<file path="src/dram_pkg.sv">
package dram_pkg;

  localparam int BANK_BITS = 2;
  localparam int ROW_BITS  = 12;
  localparam int COL_BITS  = 8;
  localparam int DATA_BITS = 32;
  localparam int NUM_BANKS = 1 << BANK_BITS;
  localparam int ADDR_BITS = BANK_BITS + ROW_BITS + COL_BITS;  // app address with the bank on top
  localparam int BE_BITS   = DATA_BITS / 8;

  // values are {ras_n, cas_n, we_n}
  typedef enum logic [2:0] {
    OP_LOAD_MODE = 3'b000,
    OP_REFRESH   = 3'b001,
    OP_PRECHARGE = 3'b010,
    OP_ACTIVATE  = 3'b011,
    OP_WRITE     = 3'b100,
    OP_READ      = 3'b101,
    OP_NOP       = 3'b111
  } dram_op_e;

  typedef struct packed {
    logic                 rnw;
    logic [BANK_BITS-1:0] bank;
    logic [ROW_BITS-1:0]  row;
    logic [COL_BITS-1:0]  col;
  } app_req_t;

  typedef struct packed {
    logic [DATA_BITS-1:0] data;
    logic [BE_BITS-1:0]   be;
  } wr_beat_t;

  typedef struct packed {
    logic                valid;
    dram_op_e            op;
    logic [ROW_BITS-1:0] row;
    logic [COL_BITS-1:0] col;
  } bank_req_t;

  typedef struct packed {
    dram_op_e             op;
    logic [BANK_BITS-1:0] bank;
    logic [ROW_BITS-1:0]  addr;  // addr[10] selects all banks on precharge
    logic                 cs;
  } dram_cmd_t;

  localparam dram_cmd_t CMD_IDLE = '{op: OP_NOP, bank: '0, addr: '0, cs: 1'b0};

endpackage

</file>
<file path="src/dram_bank_dispatch.sv">
`timescale 1ns/10ps
module dram_bank_dispatch import dram_pkg::*; (
  input  logic                 clk0,
  input  logic                 rst_n,
  input  logic                 init_done,
  input  logic                 q_empty,
  input  app_req_t             q_head,
  output logic                 q_pop,
  input  logic [NUM_BANKS-1:0] bank_idle,
  output logic [NUM_BANKS-1:0] assign_vec,
  output app_req_t             assign_req,
  output logic                 order_push,
  output logic [BANK_BITS-1:0] order_bank,
  input  logic                 order_full
);

  logic target_free;

  // bank is still idle in the strobe cycle, so mask it there
  assign target_free = bank_idle[q_head.bank] && !assign_vec[q_head.bank];
  assign q_pop       = init_done && !q_empty && !order_full && target_free;

  always_ff @(posedge clk0 or negedge rst_n) begin
    if (!rst_n) begin
      assign_vec <= '0;
      order_push <= 1'b0;
      order_bank <= '0;
    end else begin
      assign_vec <= q_pop ? (NUM_BANKS'(1) << q_head.bank) : '0;
      order_push <= q_pop;
      if (q_pop) order_bank <= q_head.bank;
    end
  end

  always_ff @(posedge clk0) begin
    if (q_pop) assign_req <= q_head;
  end

endmodule

</file>
<file path="src/dram_bank_machine.sv">
`timescale 1ns/10ps
module dram_bank_machine import dram_pkg::*; #(
  parameter int T_RCD = 3,
  parameter int T_RAS = 6,
  parameter int T_RP  = 3
) (
  input  logic      clk0,
  input  logic      rst_n,
  input  logic      assign_stb,
  input  app_req_t  req_in,
  input  logic      refresh_pend,
  input  logic      grant,
  output logic      idle,
  output bank_req_t req,
  output logic      closed
);

  localparam int CNT_BITS = $clog2(T_RCD + T_RAS + T_RP + 1);

  logic                row_open;
  logic [ROW_BITS-1:0] open_row;
  logic                pending;
  app_req_t            pend;
  logic [CNT_BITS-1:0] rcd_cnt;
  logic [CNT_BITS-1:0] ras_cnt;
  logic [CNT_BITS-1:0] rp_cnt;

  assign idle   = !pending;
  assign closed = !row_open && (rp_cnt == '0);  // refresh also needs t_rp

  always_comb begin
    req = '{valid: 1'b0, op: OP_NOP, row: open_row, col: '0};
    if (refresh_pend) begin
      if (row_open && ras_cnt == '0) begin  // close the open row before the refresh
        req.valid = 1'b1;
        req.op    = OP_PRECHARGE;
      end
    end else if (pending) begin
      if (!row_open) begin
        if (rp_cnt == '0) begin
          req.valid = 1'b1;
          req.op    = OP_ACTIVATE;
          req.row   = pend.row;
        end
      end else if (open_row != pend.row) begin
        if (ras_cnt == '0) begin  // row miss
          req.valid = 1'b1;
          req.op    = OP_PRECHARGE;
        end
      end else if (rcd_cnt == '0) begin
        req.valid = 1'b1;
        req.op    = pend.rnw ? OP_READ : OP_WRITE;
        req.col   = pend.col;
      end
    end
  end

  always_ff @(posedge clk0 or negedge rst_n) begin
    if (!rst_n) begin
      row_open <= 1'b0;
      pending  <= 1'b0;
      rcd_cnt  <= '0;
      ras_cnt  <= '0;
      rp_cnt   <= '0;
    end else begin
      if (rcd_cnt != '0) rcd_cnt <= rcd_cnt - 1'b1;
      if (ras_cnt != '0) ras_cnt <= ras_cnt - 1'b1;
      if (rp_cnt != '0) rp_cnt <= rp_cnt - 1'b1;
      if (assign_stb) pending <= 1'b1;
      if (grant) begin
        case (req.op)
          OP_ACTIVATE: begin
            row_open <= 1'b1;
            rcd_cnt  <= CNT_BITS'(T_RCD - 1);
            ras_cnt  <= CNT_BITS'(T_RAS - 1);
          end
          OP_PRECHARGE: begin
            row_open <= 1'b0;
            rp_cnt   <= CNT_BITS'(T_RP - 1);
          end
          default: pending <= 1'b0;  // column issued so the bank is free again
        endcase
      end
    end
  end

  always_ff @(posedge clk0) begin
    if (assign_stb) pend <= req_in;
    if (grant && req.op == OP_ACTIVATE) open_row <= req.row;
  end

endmodule

</file>
<file path="src/dram_cmd_arbiter.sv">
`timescale 1ns/10ps
module dram_cmd_arbiter import dram_pkg::*; #(
  parameter int T_RFC  = 8,
  parameter int T_REFI = 400
) (
  input  logic                 clk0,
  input  logic                 rst_n,
  input  logic                 init_done,
  input  dram_cmd_t            init_cmd,
  input  bank_req_t            bank_reqs [NUM_BANKS],
  input  logic [NUM_BANKS-1:0] bank_closed,
  output logic [NUM_BANKS-1:0] grants,
  output logic                 refresh_pend,
  input  logic                 order_push,
  input  logic [BANK_BITS-1:0] order_bank,
  output logic                 order_full,
  input  wr_beat_t             wr_head,
  output logic                 wr_pop,
  output logic                 rd_issue,
  output dram_cmd_t            pin_cmd,
  output logic [DATA_BITS-1:0] dq_out,
  output logic                 dq_oe,
  output logic [BE_BITS-1:0]   dm
);

  localparam int REFI_BITS = $clog2(T_REFI + 1);
  localparam int RFC_BITS  = $clog2(T_RFC + 1);
  localparam int ORD_BITS  = $clog2(NUM_BANKS + 1);

  logic [REFI_BITS-1:0] ref_cnt;
  logic [RFC_BITS-1:0]  rfc_cnt;
  logic [BANK_BITS-1:0] order_ring [NUM_BANKS];
  logic [BANK_BITS-1:0] ord_rd;
  logic [BANK_BITS-1:0] ord_wr;
  logic [ORD_BITS-1:0]  ord_count;
  logic [BANK_BITS-1:0] rr_ptr;
  logic [BANK_BITS-1:0] head_bank;
  logic [BANK_BITS-1:0] idx;
  bank_req_t            head_req;
  dram_cmd_t            sel_cmd;
  logic                 sel_ref;
  logic                 sel_col;
  logic                 found;

  assign head_bank    = order_ring[ord_rd];
  assign head_req     = bank_reqs[head_bank];
  assign refresh_pend = (ref_cnt >= REFI_BITS'(T_REFI));
  assign order_full   = (ord_count == ORD_BITS'(NUM_BANKS));
  assign wr_pop       = sel_col && (sel_cmd.op == OP_WRITE);

  always_comb begin
    sel_cmd = CMD_IDLE;
    grants  = '0;
    sel_ref = 1'b0;
    sel_col = 1'b0;
    found   = 1'b0;
    idx     = rr_ptr;
    if (init_done && rfc_cnt == '0) begin
      if (refresh_pend && &bank_closed) begin
        sel_ref = 1'b1;
        sel_cmd = '{op: OP_REFRESH, bank: '0, addr: '0, cs: 1'b1};
      end else if (ord_count != '0 && head_req.valid &&
                   (head_req.op == OP_READ || head_req.op == OP_WRITE)) begin
        sel_col           = 1'b1;  // columns strictly in request order
        grants[head_bank] = 1'b1;
        sel_cmd = '{op: head_req.op, bank: head_bank, addr: ROW_BITS'(head_req.col), cs: 1'b1};
      end else begin
        for (int i = 0; i < NUM_BANKS; i++) begin
          idx = rr_ptr + BANK_BITS'(i);
          if (!found && bank_reqs[idx].valid &&
              (bank_reqs[idx].op == OP_ACTIVATE || bank_reqs[idx].op == OP_PRECHARGE)) begin
            found       = 1'b1;
            grants[idx] = 1'b1;
            sel_cmd.op   = bank_reqs[idx].op;
            sel_cmd.bank = idx;
            sel_cmd.addr = (bank_reqs[idx].op == OP_ACTIVATE) ? bank_reqs[idx].row : '0;
            sel_cmd.cs   = 1'b1;
          end
        end
      end
    end
  end

  always_ff @(posedge clk0 or negedge rst_n) begin
    if (!rst_n) begin
      ref_cnt   <= '0;
      rfc_cnt   <= '0;
      ord_rd    <= '0;
      ord_wr    <= '0;
      ord_count <= '0;
      rr_ptr    <= '0;
      pin_cmd   <= CMD_IDLE;
      dq_oe     <= 1'b0;
      dm        <= '0;
      rd_issue  <= 1'b0;
    end else begin
      if (!init_done || sel_ref) ref_cnt <= '0;
      else if (!refresh_pend) ref_cnt <= ref_cnt + 1'b1;
      if (sel_ref) rfc_cnt <= RFC_BITS'(T_RFC - 1);
      else if (rfc_cnt != '0) rfc_cnt <= rfc_cnt - 1'b1;
      if (order_push) ord_wr <= ord_wr + 1'b1;
      if (sel_col) ord_rd <= ord_rd + 1'b1;
      case ({order_push, sel_col})
        2'b10:   ord_count <= ord_count + 1'b1;
        2'b01:   ord_count <= ord_count - 1'b1;
        default: ord_count <= ord_count;
      endcase
      if (found) rr_ptr <= sel_cmd.bank + 1'b1;
      pin_cmd  <= init_done ? sel_cmd : init_cmd;  // init sequencer owns the pins until done
      dq_oe    <= wr_pop;
      dm       <= wr_pop ? ~wr_head.be : '0;  // mask is active high
      rd_issue <= sel_col && (sel_cmd.op == OP_READ);
    end
  end

  always_ff @(posedge clk0) begin
    if (order_push) order_ring[ord_wr] <= order_bank;
    if (wr_pop) dq_out <= wr_head.data;  // same cycle as the write on the pins
  end

endmodule

</file>
<file path="src/dram_controller.sv">
`timescale 1ns/10ps
module dram_controller import dram_pkg::*; #(
  parameter int T_RCD      = 3,
  parameter int T_RP       = 3,
  parameter int T_RAS      = 6,
  parameter int T_RFC      = 8,
  parameter int T_REFI     = 400,
  parameter int CAS_LAT    = 3,
  parameter int INIT_WAIT  = 20,
  parameter int FIFO_DEPTH = 8
) (
  input  logic                 clk0,
  input  logic                 rst_n,
  output logic                 phy_rdy,
  input  logic [ADDR_BITS-1:0] app_cmd_addr,
  input  logic                 app_cmd_rnw,
  input  logic                 app_cmd_valid,
  input  logic [DATA_BITS-1:0] app_wr_data,
  input  logic [BE_BITS-1:0]   app_wr_be,
  output logic                 app_af_afull,
  output logic [DATA_BITS-1:0] app_rd_data,
  output logic                 app_rd_valid,
  output logic                 dram_cke,
  output logic                 dram_cs_n,
  output logic                 dram_ras_n,
  output logic                 dram_cas_n,
  output logic                 dram_we_n,
  output logic [BANK_BITS-1:0] dram_ba,
  output logic [ROW_BITS-1:0]  dram_a,
  output logic [BE_BITS-1:0]   dram_dm,
  output logic [DATA_BITS-1:0] dram_dq_out,
  output logic                 dram_dq_oe,
  input  logic [DATA_BITS-1:0] dram_dq_in
);

  app_req_t             app_req;
  wr_beat_t             app_beat;
  app_req_t             q_head;
  app_req_t             assign_req;
  wr_beat_t             wr_head;
  dram_cmd_t            init_cmd;
  dram_cmd_t            pin_cmd;
  bank_req_t            bank_reqs [NUM_BANKS];
  logic [NUM_BANKS-1:0] bank_idle;
  logic [NUM_BANKS-1:0] bank_closed;
  logic [NUM_BANKS-1:0] assign_vec;
  logic [NUM_BANKS-1:0] grants;
  logic [BANK_BITS-1:0] order_bank;
  logic                 q_empty;
  logic                 q_pop;
  logic                 init_done;
  logic                 order_push;
  logic                 order_full;
  logic                 refresh_pend;
  logic                 wr_pop;
  logic                 rd_issue;

  assign app_req    = {app_cmd_rnw, app_cmd_addr};  // {rnw, bank, row, col}
  assign app_beat   = {app_wr_data, app_wr_be};
  assign dram_cs_n  = ~pin_cmd.cs;
  assign {dram_ras_n, dram_cas_n, dram_we_n} = pin_cmd.op;
  assign dram_ba    = pin_cmd.bank;
  assign dram_a     = pin_cmd.addr;

  dram_fifo #(.T(app_req_t), .DEPTH(FIFO_DEPTH)) cmd_fifo_inst (
    .clk0(clk0), .rst_n(rst_n), .push(app_cmd_valid), .push_data(app_req),
    .pop(q_pop), .pop_data(q_head), .empty(q_empty), .afull(app_af_afull)
  );

  // extra room for writes already handed to the bank machines
  dram_fifo #(.T(wr_beat_t), .DEPTH(FIFO_DEPTH + NUM_BANKS)) wr_fifo_inst (
    .clk0(clk0), .rst_n(rst_n), .push(app_cmd_valid && !app_cmd_rnw), .push_data(app_beat),
    .pop(wr_pop), .pop_data(wr_head), .empty(), .afull()
  );

  dram_init_seq #(.T_RP(T_RP), .T_RFC(T_RFC), .CAS_LAT(CAS_LAT), .INIT_WAIT(INIT_WAIT))
    init_seq_inst (
    .clk0(clk0), .rst_n(rst_n), .init_cmd(init_cmd), .cke(dram_cke),
    .init_done(init_done), .phy_rdy(phy_rdy)
  );

  dram_bank_dispatch dispatch_inst (
    .clk0(clk0), .rst_n(rst_n), .init_done(init_done), .q_empty(q_empty), .q_head(q_head),
    .q_pop(q_pop), .bank_idle(bank_idle), .assign_vec(assign_vec), .assign_req(assign_req),
    .order_push(order_push), .order_bank(order_bank), .order_full(order_full)
  );

  for (genvar b = 0; b < NUM_BANKS; b++) begin : g_bank
    dram_bank_machine #(.T_RCD(T_RCD), .T_RAS(T_RAS), .T_RP(T_RP)) bank_inst (
      .clk0(clk0), .rst_n(rst_n), .assign_stb(assign_vec[b]), .req_in(assign_req),
      .refresh_pend(refresh_pend), .grant(grants[b]), .idle(bank_idle[b]),
      .req(bank_reqs[b]), .closed(bank_closed[b])
    );
  end

  dram_cmd_arbiter #(.T_RFC(T_RFC), .T_REFI(T_REFI)) arbiter_inst (
    .clk0(clk0), .rst_n(rst_n), .init_done(init_done), .init_cmd(init_cmd),
    .bank_reqs(bank_reqs), .bank_closed(bank_closed), .grants(grants),
    .refresh_pend(refresh_pend), .order_push(order_push), .order_bank(order_bank),
    .order_full(order_full), .wr_head(wr_head), .wr_pop(wr_pop), .rd_issue(rd_issue),
    .pin_cmd(pin_cmd), .dq_out(dram_dq_out), .dq_oe(dram_dq_oe), .dm(dram_dm)
  );

  dram_rd_capture #(.CAS_LAT(CAS_LAT)) rd_capture_inst (
    .clk0(clk0), .rst_n(rst_n), .rd_issue(rd_issue), .dq_in(dram_dq_in),
    .rd_data(app_rd_data), .rd_valid(app_rd_valid)
  );

endmodule

</file>
<file path="src/dram_fifo.sv">
`timescale 1ns/10ps
module dram_fifo #(
  parameter type T     = logic [7:0],
  parameter int  DEPTH = 8
) (
  input  logic clk0,
  input  logic rst_n,
  input  logic push,
  input  T     push_data,
  input  logic pop,
  output T     pop_data,
  output logic empty,
  output logic afull
);

  localparam int PTR_BITS = (DEPTH > 1) ? $clog2(DEPTH) : 1;
  localparam int CNT_BITS = $clog2(DEPTH + 1);

  T                    mem [DEPTH];
  logic [PTR_BITS-1:0] wr_ptr;
  logic [PTR_BITS-1:0] rd_ptr;
  logic [CNT_BITS-1:0] count;
  logic                do_push;
  logic                do_pop;

  function automatic logic [PTR_BITS-1:0] next_ptr(input logic [PTR_BITS-1:0] p);
    return (p == PTR_BITS'(DEPTH - 1)) ? '0 : p + 1'b1;  // depth need not be a power of two
  endfunction

  assign do_push  = push && (count != CNT_BITS'(DEPTH));
  assign do_pop   = pop && !empty;
  assign empty    = (count == '0);
  assign afull    = (count >= CNT_BITS'(DEPTH - 1));  // fewer than two free
  assign pop_data = mem[rd_ptr];

  always_ff @(posedge clk0 or negedge rst_n) begin
    if (!rst_n) begin
      wr_ptr <= '0;
      rd_ptr <= '0;
      count  <= '0;
    end else begin
      if (do_push) wr_ptr <= next_ptr(wr_ptr);
      if (do_pop) rd_ptr <= next_ptr(rd_ptr);
      if (do_push && !do_pop) count <= count + 1'b1;
      else if (do_pop && !do_push) count <= count - 1'b1;
    end
  end

  always_ff @(posedge clk0) begin
    if (do_push) mem[wr_ptr] <= push_data;
  end

endmodule

</file>
<file path="src/dram_init_seq.sv">
`timescale 1ns/10ps
module dram_init_seq import dram_pkg::*; #(
  parameter int T_RP      = 3,
  parameter int T_RFC     = 8,
  parameter int CAS_LAT   = 3,
  parameter int INIT_WAIT = 20
) (
  input  logic      clk0,
  input  logic      rst_n,
  output dram_cmd_t init_cmd,
  output logic      cke,
  output logic      init_done,
  output logic      phy_rdy
);

  localparam int WAIT_BITS = $clog2(INIT_WAIT + T_RP + T_RFC + 1);

  typedef enum logic [2:0] {S_PWR, S_PRE, S_REF1, S_REF2, S_LMR, S_DONE} init_state_e;

  init_state_e          state;
  logic [WAIT_BITS-1:0] wait_cnt;

  always_ff @(posedge clk0 or negedge rst_n) begin
    if (!rst_n) begin
      state     <= S_PWR;
      wait_cnt  <= WAIT_BITS'(INIT_WAIT - 1);
      cke       <= 1'b0;
      init_cmd  <= CMD_IDLE;
      init_done <= 1'b0;
      phy_rdy   <= 1'b0;
    end else begin
      init_cmd <= CMD_IDLE;
      phy_rdy  <= init_done;  // one cycle behind
      if (wait_cnt != '0) begin
        wait_cnt <= wait_cnt - 1'b1;
      end else begin
        case (state)
          S_PWR: begin
            cke   <= 1'b1;
            state <= S_PRE;
          end
          S_PRE: begin
            init_cmd <= '{op: OP_PRECHARGE, bank: '0, addr: ROW_BITS'(1 << 10), cs: 1'b1};
            wait_cnt <= WAIT_BITS'(T_RP - 1);
            state    <= S_REF1;
          end
          S_REF1, S_REF2: begin
            init_cmd <= '{op: OP_REFRESH, bank: '0, addr: '0, cs: 1'b1};
            wait_cnt <= WAIT_BITS'(T_RFC - 1);
            state    <= (state == S_REF1) ? S_REF2 : S_LMR;
          end
          S_LMR: begin
            // burst length 1, sequential, cas latency in 6:4
            init_cmd <= '{op: OP_LOAD_MODE, bank: '0, addr: ROW_BITS'(CAS_LAT << 4), cs: 1'b1};
            state    <= S_DONE;
          end
          default: init_done <= 1'b1;
        endcase
      end
    end
  end

endmodule

</file>
<file path="src/dram_rd_capture.sv">
`timescale 1ns/10ps
module dram_rd_capture import dram_pkg::*; #(
  parameter int CAS_LAT = 3
) (
  input  logic                 clk0,
  input  logic                 rst_n,
  input  logic                 rd_issue,
  input  logic [DATA_BITS-1:0] dq_in,
  output logic [DATA_BITS-1:0] rd_data,
  output logic                 rd_valid
);

  logic [CAS_LAT-1:0] issue_pipe;  // one flag per cycle since the read left

  always_ff @(posedge clk0 or negedge rst_n) begin
    if (!rst_n) begin
      issue_pipe <= '0;
      rd_valid   <= 1'b0;
    end else begin
      issue_pipe <= CAS_LAT'({issue_pipe, rd_issue});
      rd_valid   <= issue_pipe[CAS_LAT-1];
    end
  end

  always_ff @(posedge clk0) begin
    if (issue_pipe[CAS_LAT-1]) rd_data <= dq_in;  // data sits on dq_in this cycle
  end

endmodule

</file>
<file path="config.mk">
export PLATFORM = sky130hd
export DESIGN_NAME = dram_controller
export DESIGN_NICKNAME = d
export VERILOG_FILES = /design/src/dram_pkg.sv /design/src/dram_bank_dispatch.sv /design/src/dram_bank_machine.sv /design/src/dram_cmd_arbiter.sv /design/src/dram_controller.sv /design/src/dram_fifo.sv /design/src/dram_init_seq.sv /design/src/dram_rd_capture.sv
export SDC_FILE = /design/constraint.sdc
export NUM_CORES = 1
export LEC_CHECK = 0
export BUFFER_PORTS_ARGS = -buffer_cell sky130_fd_sc_hd__buf_4
export CAP_MARGIN = 20
export CELL_PAD_IN_SITES_DETAIL_PLACEMENT = 0
export CELL_PAD_IN_SITES_GLOBAL_PLACEMENT = 1
export CORE_ASPECT_RATIO = 0.7
export CORE_MARGIN = 2
export CORE_UTILIZATION = 45
export DETAILED_ROUTE_END_ITERATION = 10
export PLACE_DENSITY_LB_ADDON = 0.1
export SKIP_LAST_GASP = 1
export SLEW_MARGIN = 20
export SYNTH_ARGS = -nofsm -noshare
export SYNTH_HDL_FRONTEND = slang
export SYNTH_SLANG_ARGS = --single-unit
</file>
<file path="constraint.sdc">
create_clock -name clk0 -period 5.5 [get_ports clk0]
set_input_delay 0.825 -clock clk0 [delete_from_list [all_inputs] [get_ports clk0]]
set_output_delay 0.825 -clock clk0 [all_outputs]
set_load 0.02 [all_outputs]
</file>
==> summary.log, run 1 <==
INFO  cts            cts_post_setup_buffers_inserted=0
INFO  detailed_routing route.detailed.wl_per_inst=24.4um
INFO  setup_path     setup.worst_path.class=reg2reg
INFO  power          combPwrFrac=0.283
INFO  cts            clock_sink_count=993
INFO  cts            htree_num_levels=3
INFO  sta            tightestPinTransition=1.07ns
INFO  synthesis      synth_area_per_cell=16.6um^2
INFO  setup_path     timing.critical_path.arrival=5.22ns
INFO  power          power.share.sequential=0.440
INFO  grt            grt_antenna_before_repair=6
INFO  cts            ctsRootBufferMaster=clkbuf_16
INFO  floorplan      die_width=366um
INFO  power          max-vdd-ir-drop=0.263mV
INFO  setup_path     critical_path_required=6.06ns
INFO  detailed_routing avgViaCountPerCell=5.61
INFO  grt            vias_in_the_first_global_route=22770
INFO  power          power_density=501nW/um^2
INFO  detailed_routing vias=22554
INFO  power          cell_internal_pwr=0.0160W
INFO  synthesis      number_of_flops_mapped_to_enable_cells_by_yosys=841
INFO  synthesis      postSynthRegisterBits=993
INFO  placed_design  postPlaceCellArea=44300um^2
INFO  setup_path     critical_path.endpoint_type=register
INFO  grt            grt_first_pass_wirelength=147000um
INFO  sta            worst_clock_skew=0.0254ns
INFO  floorplan      design.core.area=90400um^2
INFO  setup_path     critPathLaunchType=register
INFO  cts            clkTransAtPathRegs=0.07ns
INFO  setup_path     crit_path_top_delay_cell=o311ai_4
INFO  worst_hold_path worst_hold_path_type=in2async
INFO  floorplan      boundary_pins=185
INFO  setup_path     r2r-start=arbiter_inst.ref_cnt[5]
INFO  run            maxCapViolations=0
INFO  cells_and_area fin_nets=2866
INFO  synthesis      synth_nets=2630
INFO  setup_path     cp_slowest_stage_delay=0.55ns
INFO  grt            global_route.usage.total=0.209
INFO  cts            hold_buffers=0
INFO  sta            fin_setup_tns=0ns
INFO  grt            grt.overflow.total=0
INFO  power          power=0.0238W
INFO  sta            final-setup-viol-count=0
INFO  synthesis      async_set_or_reset_flop_fraction_in_the_synthesized_netlist=0.153
INFO  floorplan      row_count=92
INFO  cells_and_area fraction_of_layout_cells_with_a_size_suffix_above_1=0.243
INFO  setup_path     rr_worst_depth=19
INFO  run_status     run_status=finished, final reports clean
INFO  sta            min_period=4.66ns
INFO  synthesis      ys.flop_type=edfxtp_1
INFO  cts            tritoncts=done
INFO  placed_design  post-dp-hpwl=62200um
INFO  sta            final-hold-violation-count=0
INFO  cts            cts_repair_resize_count=0
INFO  placed_design  place.port_buffers=184
INFO  power          power_leakage=16.6nW
INFO  setup_path     regToRegSetupSlack=0.84ns
INFO  sta            slew_headroom=0.284
INFO  cells_and_area postLayoutCoreUtil=0.525
INFO  cts            cts_made_buffers=95
INFO  floorplan      floorplan.die.height=257um
INFO  synthesis      synthDominantAreaCellType=edfxtp_1
INFO  power          switching_share=0.326
INFO  synthesis      post_synthesis_cell_type_count=82
INFO  grt            pin_count_of_the_biggest_net_entering_global_routing=93
INFO  sta            grt_setup_unrepaired=false
INFO  detailed_routing route.antenna.remaining_nets=0
INFO  detailed_routing drt_pre_antenna_iters=7
INFO  setup_path     path_max_fanout=10
INFO  floorplan      initial_core_util=0.456
INFO  synthesis      yosysWarningCount=0
INFO  cells_and_area n_antenna_cell=0
INFO  cells_and_area area_growth_syn_to_layout=15.0%
INFO  power          netSwitchingPower=0.00774W
INFO  synthesis      synth.top_cells.by_area=edfxtp_1, mux4_2, dfrtp_1, mux2i_1, ha_1
INFO  cts            cts.path.max_buffers=3
INFO  detailed_routing drc_errors=0
INFO  synthesis      gate_count_post_synth=2485
INFO  synthesis      synth.yosys.seq_area_share=0.705
INFO  detailed_routing drt_wl_total=98000um
INFO  cts            clk_latency=0.69ns
INFO  sta            slew_viols_final=0
INFO  sta            clock.fmax=215MHz
INFO  setup_path     r2r_end=wr_fifo_inst.count[3]
INFO  setup_path     timing.critical_path.cells=o311ai_4 > buf_4 > and2_1 > nand2_1 > nor3_2 > nor3_1 > nor3_1 > nand3_2 > inv_2 > and3_1 > inv_2 > ha_1 > inv_1 > ha_1 > a21o_1 > a21oi_1 > xnor2_1 > nor2_1 > xor2_1
INFO  synthesis      synth_area=41200um^2
INFO  detailed_routing drt-initial-drc-count=1858
INFO  placed_design  gpl.final_weighted_congestion=0.851
INFO  synthesis      synth_top_cell_area_share=0.613
INFO  floorplan      dieArea=94100um^2
INFO  sta            period_share=0.847
INFO  cells_and_area design_area=47400um^2
INFO  power          clkPwrFrac=0.276
-- stage by stage --
stage,instances,hold slack (ns),setup WS [ns]
finish,4020,0.207,0.841
global placement,3843,0.337,1.01
CTS,4019,0.200,0.901
global route,4020,0.245,0.443
floorplan,2485,0.331,0.917
detailed placement,3845,0.343,0.944
-- worst max-delay path by stage --
stage | start | endpoint | slack, ns | depth (start not counted)
5_1_grt | g_bank[3].bank_inst.pend[19] | wr_fifo_inst.count[3] | 0.44 | 18
2_1_floorplan | arbiter_inst.rr_ptr[0] | g_bank[3].bank_inst.open_row[0] | 0.92 | 14
3_5_place_dp | g_bank[3].bank_inst.pend[15] | wr_fifo_inst.count[3] | 0.94 | 18
3_3_place_gp | g_bank[3].bank_inst.pend[19] | wr_fifo_inst.count[3] | 1.01 | 18
6_report | arbiter_inst.ref_cnt[5] | wr_fifo_inst.count[3] | 0.84 | 19
4_1_cts | arbiter_inst.ref_cnt[5] | wr_fifo_inst.count[3] | 0.90 | 19
-- routing by layer --
metal	vias to the layer above	global-route usage	wire length, um
li1	10115	-	-
met1	11604	0.320	46500
met2	702	0.301	42700
met3	133	0.0516	7070
met4	0	0.0455	1720
met5	-	0	0
-- critical path, delay by kind of cell, from the launching register on --
kind	cells	cell delay, ns
buf+inv	4	0.57
fa+ha+maj	2	0.48
compound gates	3	0.89
simple gates	8	1.86
xor+xnor	2	0.27
flops	1	0.45
-- cell usage after synthesis (15+ instances only) --
library cell,n
a21oi_1,84
a31oi_1,15
and3_1,16
buf_1,28
buf_4,16
clkbuf_1,56
dfrtp_1,143
edfxtp_1,841
ha_1,48
inv_1,104
mux2_2,40
mux2i_1,98
mux4_2,160
nand2_1,143
nand3_1,34
nand4_1,18
nor2_1,132
nor3_1,41
o21ai_0,94
or3_1,17
xnor2_1,25
xor2_1,62
-- power groups by stage --
stage	Sequential [W]	Clock, W	Combinational, W
3_3_place_gp	0.0106	0	0.00658
5_1_grt	0.0106	0.00704	0.00735
4_1_cts	0.0105	0.00675	0.00675
3_5_place_dp	0.0106	0	0.00671
6_report	0.0105	0.00657	0.00674
2_1_floorplan	0.0102	0	0.00470
-- cells in the final DEF (no fill, tap or decap), types with 62 or more instances in the layout --
master / netlist / final
inv_1: 104 / 104
buf_4: 16 / 251
xor2_1: 62 / 62
nor2_1: 132 / 126
nand2_1: 143 / 143
mux2i_1: 98 / 98
dfrtp_1: 143 / 135
edfxtp_1: 841 / 841
a21oi_1: 84 / 84
clkbuf_16: 0 / 99
o21ai_0: 94 / 94
mux4_2: 160 / 160
-- cell type report --
class / count / area (um^2)
inverters: 107 / 402
multi-input cells: 1269 / 11300
fillers: 7277 / 42900
clock inverters: 52 / 552
flip-flops and latches: 993 / 29100
clock buffers: 122 / 2560
repair buffers: 255 / 1940
well taps: 1222 / 1530
-- flip-flops by register name, indices dropped and copies added (netlist names), 16 cells and up --
| register | count |
|---|---|
| g_bank.bank_inst.open_row | 48 |
| wr_fifo_inst.mem | 432 |
| arbiter_inst.dq_out | 32 |
| g_bank.bank_inst.rp_cnt | 16 |
| g_bank.bank_inst.pend | 84 |
| dispatch_inst.assign_req | 21 |
| arbiter_inst.pin_cmd | 18 |
| g_bank.bank_inst.ras_cnt | 16 |
| cmd_fifo_inst.mem | 184 |
| g_bank.bank_inst.rcd_cnt | 16 |
| rd_capture_inst.rd_data | 32 |
-- logic make-up (layout without fill, tap and decap cells) --
| group | Yosys count | after routing | share of synthesized area |
|---|---|---|---|
| flops | 993 | 993 | 0.705 |
| simple gates | 496 | 496 | 0.0622 |
| compound gates | 335 | 335 | 0.0528 |
| mux | 300 | 300 | 0.123 |
| buf+inv | 223 | 536 | 0.0226 |
| xor+xnor | 87 | 87 | 0.0185 |
| fa+ha+maj | 51 | 51 | 0.0160 |
No activity file was read; power rests on OpenSTA's default activity.
==> run 2, diff against run 1 <==
==> constraint.sdc (replaced) <==
create_clock -name clk0 -period 4.14 [get_ports clk0]
set_input_delay 0.621 -clock clk0 [delete_from_list [all_inputs] [get_ports clk0]]
set_output_delay 0.621 -clock clk0 [all_outputs]
set_load 0.02 [all_outputs]
==> run 2 against run 1 <==
Combinational power increased by 38%. Critical endpoint unchanged. Cell count increased by 1.5%. Register-to-register slack got worse by 0.65 ns. Hold slack got worse by 0.098 ns.
==> summary.log, run 2 (same netlist as run 1, synthesis figures left out) <==
INFO  grt            vias_in_the_first_global_route=22845 [+0.33%]
INFO  cells_and_area reg_top3=wr_fifo_inst.mem (432), cmd_fifo_inst.mem (184), g_bank.bank_inst.pend (84)
INFO  detailed_routing drt_pre_antenna_iters=6 [-1]
INFO  grt            grt_first_pass_wirelength=147000um [+0.40%]
INFO  floorplan      floorplan.die.height=257um [unchanged]
INFO  sta            slew_headroom=0.331 [+0.0466]
INFO  floorplan      boundary_pins=185 [unchanged]
INFO  cells_and_area layout.cells.most_common=edfxtp_1
INFO  detailed_routing drt_wl_total=98400um [+0.35%]
INFO  cells_and_area n_antenna_cell=0 [unchanged]
INFO  floorplan      initial_core_util=0.456 [unchanged]
INFO  run_status     run_status=finished, final reports clean
INFO  cts            htree_num_levels=3 [unchanged]
INFO  cells_and_area final_cell_mix=edfxtp_1, buf_4, mux4_2, nand2_1, dfrtp_1
INFO  cts            clk_latency=0.69ns [about the same]
INFO  sta            tightestPinTransition=1.00ns [-0.0700 ns]
INFO  sta            final-hold-violation-count=0 [unchanged]
INFO  setup_path     critPathLaunchType=register
INFO  sta            slew_viols_final=0 [unchanged]
INFO  cells_and_area area_growth_syn_to_layout=16.6%
INFO  setup_path     cp_slowest_stage_delay=0.44ns [-0.11 ns]
INFO  cells_and_area max_flop_register=wr_fifo_inst.mem
INFO  setup_path     critical_path_required=4.69ns [-1.37 ns]
INFO  detailed_routing avgViaCountPerCell=5.58 [-0.50%]
INFO  cts            clock_sink_count=993 [unchanged]
INFO  placed_design  gpl.final_weighted_congestion=0.898 [+5.5%]
INFO  floorplan      die_width=366um [unchanged]
INFO  placed_design  place.port_buffers=184 [unchanged]
INFO  cells_and_area postLayoutCoreUtil=0.532 [+0.00735]
INFO  worst_hold_path worst_hold_path_type=in2reg
INFO  cts            ctsRootBufferMaster=clkbuf_16
INFO  cells_and_area fraction_of_layout_cells_with_a_size_suffix_above_1=0.261 [+0.0176]
INFO  floorplan      row_count=92 [unchanged]
INFO  grt            pin_count_of_the_biggest_net_entering_global_routing=93 [unchanged]
INFO  grt            grt.overflow.total=0 [unchanged]
INFO  detailed_routing route.detailed.wl_per_inst=24.1um [-1.1%]
INFO  cells_and_area final.fill_count=7224 [-0.73%]
INFO  cells_and_area largest_register_ffs=432 [unchanged]
INFO  setup_path     timing.critical_path.arrival=4.50ns [-0.72 ns]
INFO  detailed_routing vias=22777 [+0.99%]
INFO  detailed_routing drc_errors=0 [unchanged]
INFO  setup_path     timing.critical_path.cells=xor2_1 > nor4_2 > nand3_2 > or3_1 > a21oi_1 > mux4_2 > and3_1 > inv_2 > ha_1 > inv_1 > ha_1 > a21o_1 > a21oi_1 > xnor2_1 > nor2_1 > xor2_1
INFO  cts            tritoncts=done
INFO  floorplan      design.core.area=90400um^2 [unchanged]
INFO  sta            fin_setup_tns=0ns [unchanged]
INFO  setup_path     critical_path.endpoint_type=register
INFO  run            maxCapViolations=0 [unchanged]
INFO  power          power_leakage=17.0nW [+2.2%]
INFO  sta            worst_clock_skew=0.0282ns [+0.00280 ns]
INFO  sta            min_period=3.95ns [-0.708 ns]
INFO  power          max-vdd-ir-drop=0.418mV [+59%]
INFO  grt            grt_antenna_before_repair=0 [-6]
INFO  power          power=0.0321W [+35%]
INFO  setup_path     crit_path_top_delay_cell=or3_1
INFO  setup_path     path_max_fanout=5 [-5]
INFO  cells_and_area fin_nets=2919 [+1.8%]
INFO  cts            clkTransAtPathRegs=0.06ns [about the same]
INFO  setup_path     setup.worst_path.class=reg2reg
INFO  detailed_routing drt-initial-drc-count=2116 [+14%]
INFO  floorplan      dieArea=94100um^2 [unchanged]
INFO  detailed_routing route.antenna.remaining_nets=0 [unchanged]
INFO  sta            period_share=0.954 [+0.107]
INFO  sta            final-setup-viol-count=0 [unchanged]
INFO  cts            cts.path.max_buffers=3 [unchanged]
INFO  grt            global_route.usage.total=0.210 [+0.00178]
INFO  power          power_density=667nW/um^2 [+33%]
INFO  sta            clock.fmax=253MHz [+18%]
INFO  cts            cts_made_buffers=98 [+3.2%]
INFO  sta            grt_setup_unrepaired=false
INFO  placed_design  post-dp-hpwl=63300um [+1.9%]
-- run 2: path summary, 6_finish.rpt --
check | start | end | slack [ns] | cells after the start
min in group asynchronous | rst_n | rd_capture_inst.rd_valid | 0.51 | 2
max | g_bank[1].bank_inst.pend[13] | wr_fifo_inst.count[3] | 0.19 | 16
min reg2reg | arbiter_inst.rd_issue | rd_capture_inst.issue_pipe[0] | 0.35 | 0
max reg2reg | g_bank[1].bank_inst.pend[13] | wr_fifo_inst.count[3] | 0.19 | 16
max in group asynchronous | rst_n | cmd_fifo_inst.rd_ptr[1] | 2.75 | 3
min | dram_dq_in[28] | rd_capture_inst.rd_data[28] | 0.11 | 1
-- run 2: metal layers --
metal	share of wire	up-vias	GRT usage
met3	0.065	130	0.0463
met1	0.48	11709	0.329
met5	0	-	0
li1	-	10229	-
met4	0.016	0	0.0418
met2	0.43	709	0.303
-- run 2: worst max-delay path, delay by kind of cell, from the launching register on --
kind,cells,cell delay (ns)
and+or+nand+nor,5,1.36
AOI/OAI and AO/OA,3,0.59
adders and majority gates,2,0.48
xor gates and xnor gates,3,0.47
DFF,1,0.40
muxes,1,0.31
buffers and inverters,2,0.21
-- run 2: where the power goes --
part	switching, W	leakage, nW	internal (W)
clock	0.00381	1.57	0.00515
sequential	0.00113	9.47	0.0127
combinational	0.00545	5.92	0.00384
total	0.0104	17.0	0.0217
-- run 2: cell type report --
class,instances,area (um^2),area share
inverters,107,402,0.00835
multi-input cells,1269,11400,0.237
flip-flops and latches,993,29100,0.605
clock inverters,48,495,0.0103
clock buffers,136,2740,0.0570
repair buffers,305,2450,0.0509
well taps,1222,1530,0.0318
-- run 2: what timing repair did --
item | CTS | global route
buffers inserted | 0 | 2
resized for setup | 0 | 8
hold buffers | 1 | 0
pin swaps | 1 | 4
endpoints found under the setup margin | 1 | 1
hold endpoints to repair | 58 | 0
-- run 2: through the flow --
step | hold WS (ns) | worst slack, ns | area, um^2 | cells
floorplan | 0.325 | 0.0506 | 41300 | 2485
global placement | 0.341 | 0.137 | 44800 | 3893
detailed placement | 0.336 | 0.0512 | 44800 | 3893
CTS | 0.0526 | 0.0224 | 48000 | 4078
global route | 0.0607 | 0.00214 | 48100 | 4080
finish | 0.109 | 0.189 | 48100 | 4080
